$ cat src/include/archer_settings.svh
`ifndef ARCHER_SETTINGS_SVH
`define ARCHER_SETTINGS_SVH

// visible playfield in pixels
`define ARCHER_SCREEN_W 1024
`define ARCHER_SCREEN_H 768

// half sizes of the boss hit box
`define ARCHER_BOSS_HALF_W 106
`define ARCHER_BOSS_HALF_H 95

// pixels per frame along the major axis
`define ARCHER_SPEED 16

// arrow lifetime in frames
`define ARCHER_LIFETIME 60

// frames between two accepted shots
`define ARCHER_COOLDOWN 15

// number of arrows in flight at once
`define ARCHER_SLOTS 4

// hits needed to win
`define ARCHER_BOSS_HEALTH 3

`endif
$ cat src/verilog/archer_pkg.sv
package archer_pkg;

    // screen coordinate, unsigned pixels
    typedef struct packed {
        logic [11:0] x;
        logic [11:0] y;
    } point_t;

    // one shot leaving the aim pipeline
    typedef struct packed {
        logic              valid;
        point_t            origin;
        logic signed [5:0] step_x;
        logic signed [5:0] step_y;
    } shot_t;

    typedef enum logic [1:0] {
        GAME_IDLE = 2'd0,
        GAME_PLAY = 2'd1,
        GAME_WON  = 2'd2
    } game_state_t;

endpackage

$ cat src/verilog/archer_top.sv
`include "archer_settings.svh"

module archer_top import archer_pkg::*; (
    input  logic                          clk,
    input  logic                          rst,
    input  logic                          start,
    input  logic                          frame_tick,
    input  logic                          mouse_clicked,
    input  point_t                        mouse,
    input  point_t                        origin,
    input  point_t                        boss,
    output point_t [`ARCHER_SLOTS-1:0]    proj_pos,
    output logic   [`ARCHER_SLOTS-1:0]    proj_active,
    output logic                          projectile_hit,
    output game_state_t                   game_state
);

    logic  boss_alive;
    logic  timer_ready;
    logic  fire_accept;
    shot_t shot;

    // clicks only count in play and after the cooldown
    assign fire_accept = mouse_clicked && timer_ready && (game_state == GAME_PLAY);

    archer_game_fsm u_fsm (
        .clk            (clk),
        .rst            (rst),
        .start          (start),
        .projectile_hit (projectile_hit),
        .game_state     (game_state),
        .boss_alive     (boss_alive)
    );

    archer_fire_timer u_timer (
        .clk         (clk),
        .rst         (rst),
        .frame_tick  (frame_tick),
        .fire_accept (fire_accept),
        .ready       (timer_ready)
    );

    archer_aim_unit u_aim (
        .clk         (clk),
        .rst         (rst),
        .fire_accept (fire_accept),
        .mouse       (mouse),
        .origin      (origin),
        .shot        (shot)
    );

    archer_projectile_pool u_pool (
        .clk            (clk),
        .rst            (rst),
        .frame_tick     (frame_tick),
        .game_state     (game_state),
        .boss_alive     (boss_alive),
        .boss           (boss),
        .shot           (shot),
        .proj_pos       (proj_pos),
        .proj_active    (proj_active),
        .projectile_hit (projectile_hit)
    );

endmodule

$ cat src/verilog/archer_projectile_pool.sv
`include "archer_settings.svh"

module archer_projectile_pool import archer_pkg::*; (
    input  logic                          clk,
    input  logic                          rst,
    input  logic                          frame_tick,
    input  game_state_t                   game_state,
    input  logic                          boss_alive,
    input  point_t                        boss,
    input  shot_t                         shot,
    output point_t [`ARCHER_SLOTS-1:0]    proj_pos,
    output logic   [`ARCHER_SLOTS-1:0]    proj_active,
    output logic                          projectile_hit
);

    localparam int N  = `ARCHER_SLOTS;
    localparam int LW = $clog2(`ARCHER_LIFETIME + 1);

    logic signed [5:0] step_x [N];
    logic signed [5:0] step_y [N];
    logic [LW-1:0]     life [N];

    logic              play;
    logic [N-1:0]      free;
    logic [N-1:0]      load_sel;
    logic [N-1:0]      kill;
    logic [N-1:0]      hit_vec;
    point_t            moved [N];

    // boss box bounds, widened so that edges near zero do not wrap
    logic signed [13:0] box_xlo;
    logic signed [13:0] box_xhi;
    logic signed [13:0] box_ylo;
    logic signed [13:0] box_yhi;

    assign box_xlo = signed'({2'b00, boss.x}) - 14'(`ARCHER_BOSS_HALF_W);
    assign box_xhi = signed'({2'b00, boss.x}) + 14'(`ARCHER_BOSS_HALF_W);
    assign box_ylo = signed'({2'b00, boss.y}) - 14'(`ARCHER_BOSS_HALF_H);
    assign box_yhi = signed'({2'b00, boss.y}) + 14'(`ARCHER_BOSS_HALF_H);

    assign play = (game_state == GAME_PLAY);

    // lowest inactive slot takes the shot
    assign free     = ~proj_active;
    assign load_sel = (shot.valid && play) ? (free & (~free + 1'b1)) : '0;

    for (genvar i = 0; i < N; i++) begin : g_slot
        logic [12:0]        nx;
        logic [12:0]        ny;
        logic signed [13:0] px;
        logic signed [13:0] py;
        logic               off;
        logic               in_box;
        logic               expired;

        assign nx = {1'b0, proj_pos[i].x} + {{7{step_x[i][5]}}, step_x[i]};
        assign ny = {1'b0, proj_pos[i].y} + {{7{step_y[i][5]}}, step_y[i]};
        assign moved[i] = '{x: nx[11:0], y: ny[11:0]};

        // bit 12 set means the step carried out of or borrowed below the 12-bit range
        assign off = (proj_pos[i].x > `ARCHER_SCREEN_W) || (proj_pos[i].y > `ARCHER_SCREEN_H)
                     || nx[12] || ny[12];

        assign px = signed'({2'b00, proj_pos[i].x});
        assign py = signed'({2'b00, proj_pos[i].y});
        assign in_box = (px >= box_xlo) && (px <= box_xhi) &&
                        (py >= box_ylo) && (py <= box_yhi);

        assign expired    = (life[i] == '0);
        assign hit_vec[i] = frame_tick && proj_active[i] && !expired && !off &&
                            boss_alive && in_box;
        assign kill[i]    = expired || off || hit_vec[i];
    end

    always_ff @(posedge clk) begin
        if (rst) begin
            proj_active    <= '0;
            projectile_hit <= 1'b0;
        end else if (!play) begin
            proj_active    <= '0;
            projectile_hit <= 1'b0;
        end else begin
            for (int i = 0; i < N; i++) begin
                if (load_sel[i])
                    proj_active[i] <= 1'b1;
                else if (frame_tick && proj_active[i] && kill[i])
                    proj_active[i] <= 1'b0;
            end
            // one pulse however many arrows hit on this tick
            projectile_hit <= |hit_vec;
        end
    end

    always_ff @(posedge clk) begin
        for (int i = 0; i < N; i++) begin
            if (load_sel[i]) begin
                proj_pos[i] <= shot.origin;
                step_x[i]   <= shot.step_x;
                step_y[i]   <= shot.step_y;
                life[i]     <= LW'(`ARCHER_LIFETIME);
            end else if (frame_tick && proj_active[i]) begin
                proj_pos[i] <= moved[i];
                if (life[i] != '0)
                    life[i] <= life[i] - 1'b1;
            end
        end
    end

    // the aim pipeline delivers at most one shot per cycle
    assert property (@(posedge clk) disable iff (rst)
        $countones(proj_active & ~$past(proj_active)) <= 1)
        else $error("more than one slot allocated in a cycle");

endmodule

$ cat src/verilog/archer_aim_unit.sv
`include "archer_settings.svh"

module archer_aim_unit import archer_pkg::*; (
    input  logic   clk,
    input  logic   rst,
    input  logic   fire_accept,
    input  point_t mouse,
    input  point_t origin,
    output shot_t  shot
);

    // stage 1 registers
    logic               v1;
    logic signed [12:0] dx1;
    logic signed [12:0] dy1;
    logic [11:0]        max1;
    point_t             org1;

    // stage 2 registers
    logic              v2;
    point_t            org2;
    logic signed [5:0] sx2;
    logic signed [5:0] sy2;

    logic signed [12:0] dx;
    logic signed [12:0] dy;
    logic [11:0]        ax;
    logic [11:0]        ay;
    logic signed [17:0] num_x;
    logic signed [17:0] num_y;
    logic signed [17:0] den;
    logic signed [17:0] quot_x;
    logic signed [17:0] quot_y;

    assign dx = signed'({1'b0, mouse.x}) - signed'({1'b0, origin.x});
    assign dy = signed'({1'b0, mouse.y}) - signed'({1'b0, origin.y});
    // magnitudes never exceed 4095
    assign ax = dx[12] ? 12'(-dx) : dx[11:0];
    assign ay = dy[12] ? 12'(-dy) : dy[11:0];

    // both differences zero gives numerators of zero, so any nonzero divisor works
    assign num_x  = 18'(dx1) * 18'(`ARCHER_SPEED);
    assign num_y  = 18'(dy1) * 18'(`ARCHER_SPEED);
    assign den    = (max1 == '0) ? 18'sd1 : signed'({6'b0, max1});
    assign quot_x = num_x / den;
    assign quot_y = num_y / den;

    always_ff @(posedge clk) begin
        if (rst) begin
            v1 <= 1'b0;
            v2 <= 1'b0;
        end else begin
            v1 <= fire_accept;
            v2 <= v1;
        end
    end

    always_ff @(posedge clk) begin
        dx1  <= dx;
        dy1  <= dy;
        max1 <= (ax > ay) ? ax : ay;
        org1 <= origin;
        org2 <= org1;
        sx2  <= quot_x[5:0];
        sy2  <= quot_y[5:0];
    end

    assign shot = '{valid: v2, origin: org2, step_x: sx2, step_y: sy2};

endmodule

$ cat src/verilog/archer_fire_timer.sv
`include "archer_settings.svh"

module archer_fire_timer (
    input  logic clk,
    input  logic rst,
    input  logic frame_tick,
    input  logic fire_accept,
    output logic ready
);

    localparam int CW = $clog2(`ARCHER_COOLDOWN + 1);

    logic [CW-1:0] count;

    always_ff @(posedge clk) begin
        if (rst) begin
            count <= '0;
        end else if (fire_accept) begin
            count <= CW'(`ARCHER_COOLDOWN);
        end else if (frame_tick && count != '0) begin
            count <= count - 1'b1;
        end
    end

    assign ready = (count == '0);

    // the top gates clicks with ready, so no accept may arrive early
    assert property (@(posedge clk) disable iff (rst)
        fire_accept |-> ready)
        else $error("fire accepted during cooldown");

endmodule

$ cat src/verilog/archer_game_fsm.sv
`include "archer_settings.svh"

module archer_game_fsm import archer_pkg::*; (
    input  logic        clk,
    input  logic        rst,
    input  logic        start,
    input  logic        projectile_hit,
    output game_state_t game_state,
    output logic        boss_alive
);

    localparam int HW = $clog2(`ARCHER_BOSS_HEALTH + 1);

    logic [HW-1:0] health;

    always_ff @(posedge clk) begin
        if (rst) begin
            game_state <= GAME_IDLE;
            health     <= '0;
        end else begin
            case (game_state)
                GAME_IDLE, GAME_WON: begin
                    if (start) begin
                        game_state <= GAME_PLAY;
                        health     <= HW'(`ARCHER_BOSS_HEALTH);
                    end
                end
                GAME_PLAY: begin
                    if (projectile_hit && health != '0) begin
                        health <= health - 1'b1;
                        // last hit ends the round
                        if (health == HW'(1))
                            game_state <= GAME_WON;
                    end
                end
                default: game_state <= GAME_IDLE;
            endcase
        end
    end

    assign boss_alive = (game_state == GAME_PLAY) && (health != '0);

    // pool only reports hits while the boss was alive a cycle earlier
    assert property (@(posedge clk) disable iff (rst)
        projectile_hit |-> $past(boss_alive))
        else $error("hit reported while boss was not alive");

endmodule

$ cat config.mk
export PLATFORM = sky130hd
export DESIGN_NAME = archer_top
export DESIGN_NICKNAME = d
export VERILOG_FILES = /design/src/verilog/archer_pkg.sv /design/src/verilog/archer_top.sv /design/src/verilog/archer_projectile_pool.sv /design/src/verilog/archer_aim_unit.sv /design/src/verilog/archer_fire_timer.sv /design/src/verilog/archer_game_fsm.sv
export VERILOG_INCLUDE_DIRS = /design/src /design/src/include
export SDC_FILE = /design/constraint.sdc
export NUM_CORES = 2
export LEC_CHECK = 0
export ABC_CLOCK_PERIOD_IN_PS = 108000
export BUFFER_PORTS_ARGS = -buffer_cell sky130_fd_sc_hd__buf_4
export CAP_MARGIN = 10
export CORE_MARGIN = 4
export CORE_UTILIZATION = 55
export DETAILED_ROUTE_END_ITERATION = 10
export GPL_TIMING_DRIVEN = 1
export PLACE_DENSITY = 0.73
export SLEW_MARGIN = 20
export SYNTH_ARGS = -nofsm -noshare
export SYNTH_HDL_FRONTEND = slang
export SYNTH_SLANG_ARGS = --single-unit
$ cat constraint.sdc
create_clock -name clk -period 108 [get_ports clk]
set_input_delay 10.8 -clock clk [delete_from_list [all_inputs] [get_ports clk]]
set_output_delay 10.8 -clock clk [all_outputs]
set_load 0.005 [all_outputs]
==> impl_results.md <==
* Commonest non-fill, non-tap cell in the layout: ha_1
* Final Hold Fails at 0
* Most common flop cell mapped by yosys: edfxtp_1
* Max stage delay on crit path at approximately 0.87 ns
* Synth area leader: ha_1
* Setup bufs post-CTS at 0
* Post-DR vias/cell at about 6.3
* FP Rows at 94
* Worst-path maximum fanout at 23
* Dpl hpwl at 89970 um
* Skew final at approximately 0.035 ns
* FF+latch area at roughly 0.0073 sq mm
* Max-cap violation count at 0
* Multi-input logic area at between 0.02 and 0.03 sq mm
* R2R Path Start: u_aim.dx1[0]
* CP max stage cell: a21oi_1
* Final Util at roughly three fifths
* Nets at ~5.3k
* Final period utilization at 36.54%
* Synth top area cells: ha_1 20%, edfxtp_1 14%, dfxtp_1 6.1%, xnor2_1 5.0%, a21oi_1 4.6%
* Share of layout cells above drive strength 1 at roughly 9%
* Die X at 266.8 um
* Critical path class: reg -> reg
* Mean Syn Cell Area at roughly 8.2 sq um
* Critical Path RT at approximately 110 ns
* Vias in the first global route at 33.08k
* Via count at 34.73k
* WL/cell at about 20 um
* Die area at a little over 0.07 sq mm
* CP Capture Type: register
* DP Cell Count at 5473
* Total Neg Setup Slack at 0 ns
* Worst path arrival time at ~40 ns
* Post-Syn Area at 0.03685 sq mm
* Largest net degree at the start of global routing at between 60 and 70
* DR DRC count at 0
* Min-Delay Endpoint: u_aim.shot[29]
* CTS Root Cell: clkbuf_16
* Slew headroom at between 30% and 40%
* # IOs at between 150 and 200
* Commonest non-fill, non-tap cells in the layout: 601 x ha_1, 358 x nand2_1, 336 x a21oi_1
* CTS clk-pin slew, worst paths at around 0.06 ns
* Worst min path class: reg -> reg
* Hold_ws at ~0.32 ns
* Cts repair resizes at 0
* EDFF count, synth at approximately 170
* Clock tree buffer depth at 3
* Non-Filler Instances at 5531
* Starting Density at a little under three fifths
* Tmin final at roughly 39 ns
* Clock buffer count from CTS at 30
* Clk_lat worst skew at between 0.5 and 0.6 ns
* Endpoint of the worst register-to-register path: u_aim.sx2[3]
* Initial antenna violation count at 3
* Unrepaired setup endpoints after global routing: false
* DRT Wirelength at approximately 110000 um
* Worst reg-to-reg path cell count at between 150 and 200
* DRT iter0 DRCs at between 2k and 3k
* Detail Route Antenna Nets at 0
* Filler instances at roughly 6k
* Post-CTS Hold Fix Bufs at 0
* Post-synthesis sequential area ratio at between 10% and 20%
* Fmax at between 0.02 and 0.03 GHz
* Syn. warnings at 0
* First-pass GRT wire length at 178100 um
* CP startpoint kind: register
* Clock sinks at roughly 280
* FF+latch count, synth at about 280
* Slew @ Worst Pin at 1.048 ns
* Min-delay src: u_aim.org1[17]
* RD Place Congestion at ~0.98
* Core area at about 0.066 sq mm
* H-tree levels at 1
* CTS tree: done
* Slew Limit Fails at 0
* Synthesized netlist cell count at approximately 4.5k
* DRT Pass-1 Iters at 6
* Aggregate global-route resource usage at approximately 31%
* Yosys cell types at approximately 110
* PortBufs at between 150 and 200
* Post-synth ARST share at 0%
* Hold depth at 0
* Top-area cell type share of the netlist area at about 20%
* Final setup violation count at 0
* FF-to-FF setup slack at between 60 and 70 ns
* Global route overflow at 0
* P&R area growth vs syn at 9.029%
* Status: finished, final reports clean
* Die height at 266.8 um
[flip-flops by register name, summed over array words and instances (netlist names), 4 cells and up]
signal              flops
u_aim.shot             24
u_aim.dx1              13
u_timer.count           4
u_pool.proj_pos        96
u_aim.org1             24
u_aim.sy2               6
u_aim.max1             12
u_pool.step_x          24
u_aim.dy1              13
u_pool.step_y          24
u_pool.proj_active      4
u_aim.sx2               6
u_pool.life            24
[worst max-delay path by stage]
stage,to,slack [ns],depth (start not counted),startpoint
3_5_place_dp,u_aim.sx2[3],68.97,155,u_aim.dx1[0]
2_1_floorplan,u_aim.sx2[3],72.84,167,u_aim.max1[11]
3_3_place_gp,u_aim.sx2[3],69.52,151,u_aim.dx1[0]
6_report,u_aim.sx2[3],68.54,154,u_aim.dx1[0]
4_1_cts,u_aim.sx2[3],68.82,155,u_aim.dx1[0]
5_1_grt,u_aim.sx2[3],65.02,154,u_aim.dx1[0]
[per-stage QoR]
stage	setup slack [ns]	instance area, sq um
2_1_floorplan	72.84	36850
3_3_place_gp	69.52	39170
3_5_place_dp	68.97	39170
4_1_cts	68.82	40160
5_1_grt	65.02	40170
6_report	68.54	40170
[critical path, delay by kind of cell, from the launching register on]
family                     cells  cell delay [ns]
AOI/OAI and AO/OA             80            20.32
xor gates and xnor gates       2             0.44
adders and majority gates     17             5.49
buffers and inverters          3             0.46
DFF                            1             0.38
muxes                          4             1.37
and+or+nand+nor               48            10.79
[metal layers]
metal / up-vias / GRT usage (%) / routed length, um
li1: 17008 / - / -
met1: 16296 / 39.87 / 48580
met2: 1144 / 52.13 / 52020
met3: 279 / 3.024 / 6923
met4: 2 / 13.24 / 5681
met5: - / 0 / 13
[synthesized netlist by cell type, types with 18 or more instances]
cell      number
ha_1         601
nand2_1      359
a21oi_1      336
nor2_1       311
o21ai_0      311
inv_1        265
xnor2_1      212
edfxtp_1     168
xor2_1       147
a21o_1       141
o21a_1       125
nor3_1       122
dfxtp_1      113
nor2b_1       92
nand2b_1      90
clkbuf_1      87
nand3_1       81
mux2_2        77
o31ai_1       66
nand4_1       63
a31oi_1       40
a211oi_1      38
and3_1        37
and2_1        36
nor4_1        34
o21bai_1      31
a21boi_0      30
or3_1         27
or4_1         27
mux2i_1       24
o211ai_1      24
or2_2         24
nor3b_1       18
[kinds of logic after synthesis]
kind of cell,Yosys count,synth area share [%]
adder cells (fa/ha/maj),614,21.03
XOR/XNOR,359,8.533
flip-flops,281,19.83
buffers and inverters,378,3.925
AO/OA/AOI/OAI,1383,24.67
multiplexers,108,3.239
other,1,0.01018
AND/OR/NAND/NOR,1379,18.76
[layout make-up]
class / instances / area share, %
multi-input combinational: 3845 / 70.08
clock buffer: 44 / 2.230
timing repair buffer: 218 / 4.074
sequential: 281 / 18.19
inverter: 265 / 2.476
clock inverter: 12 / 0.2492
antenna: 2 / 0.01246
tap: 864 / 2.691
Power is not shown: default switching activity piles up to over one toggle a cycle in this logic, so the estimate is an artifact.
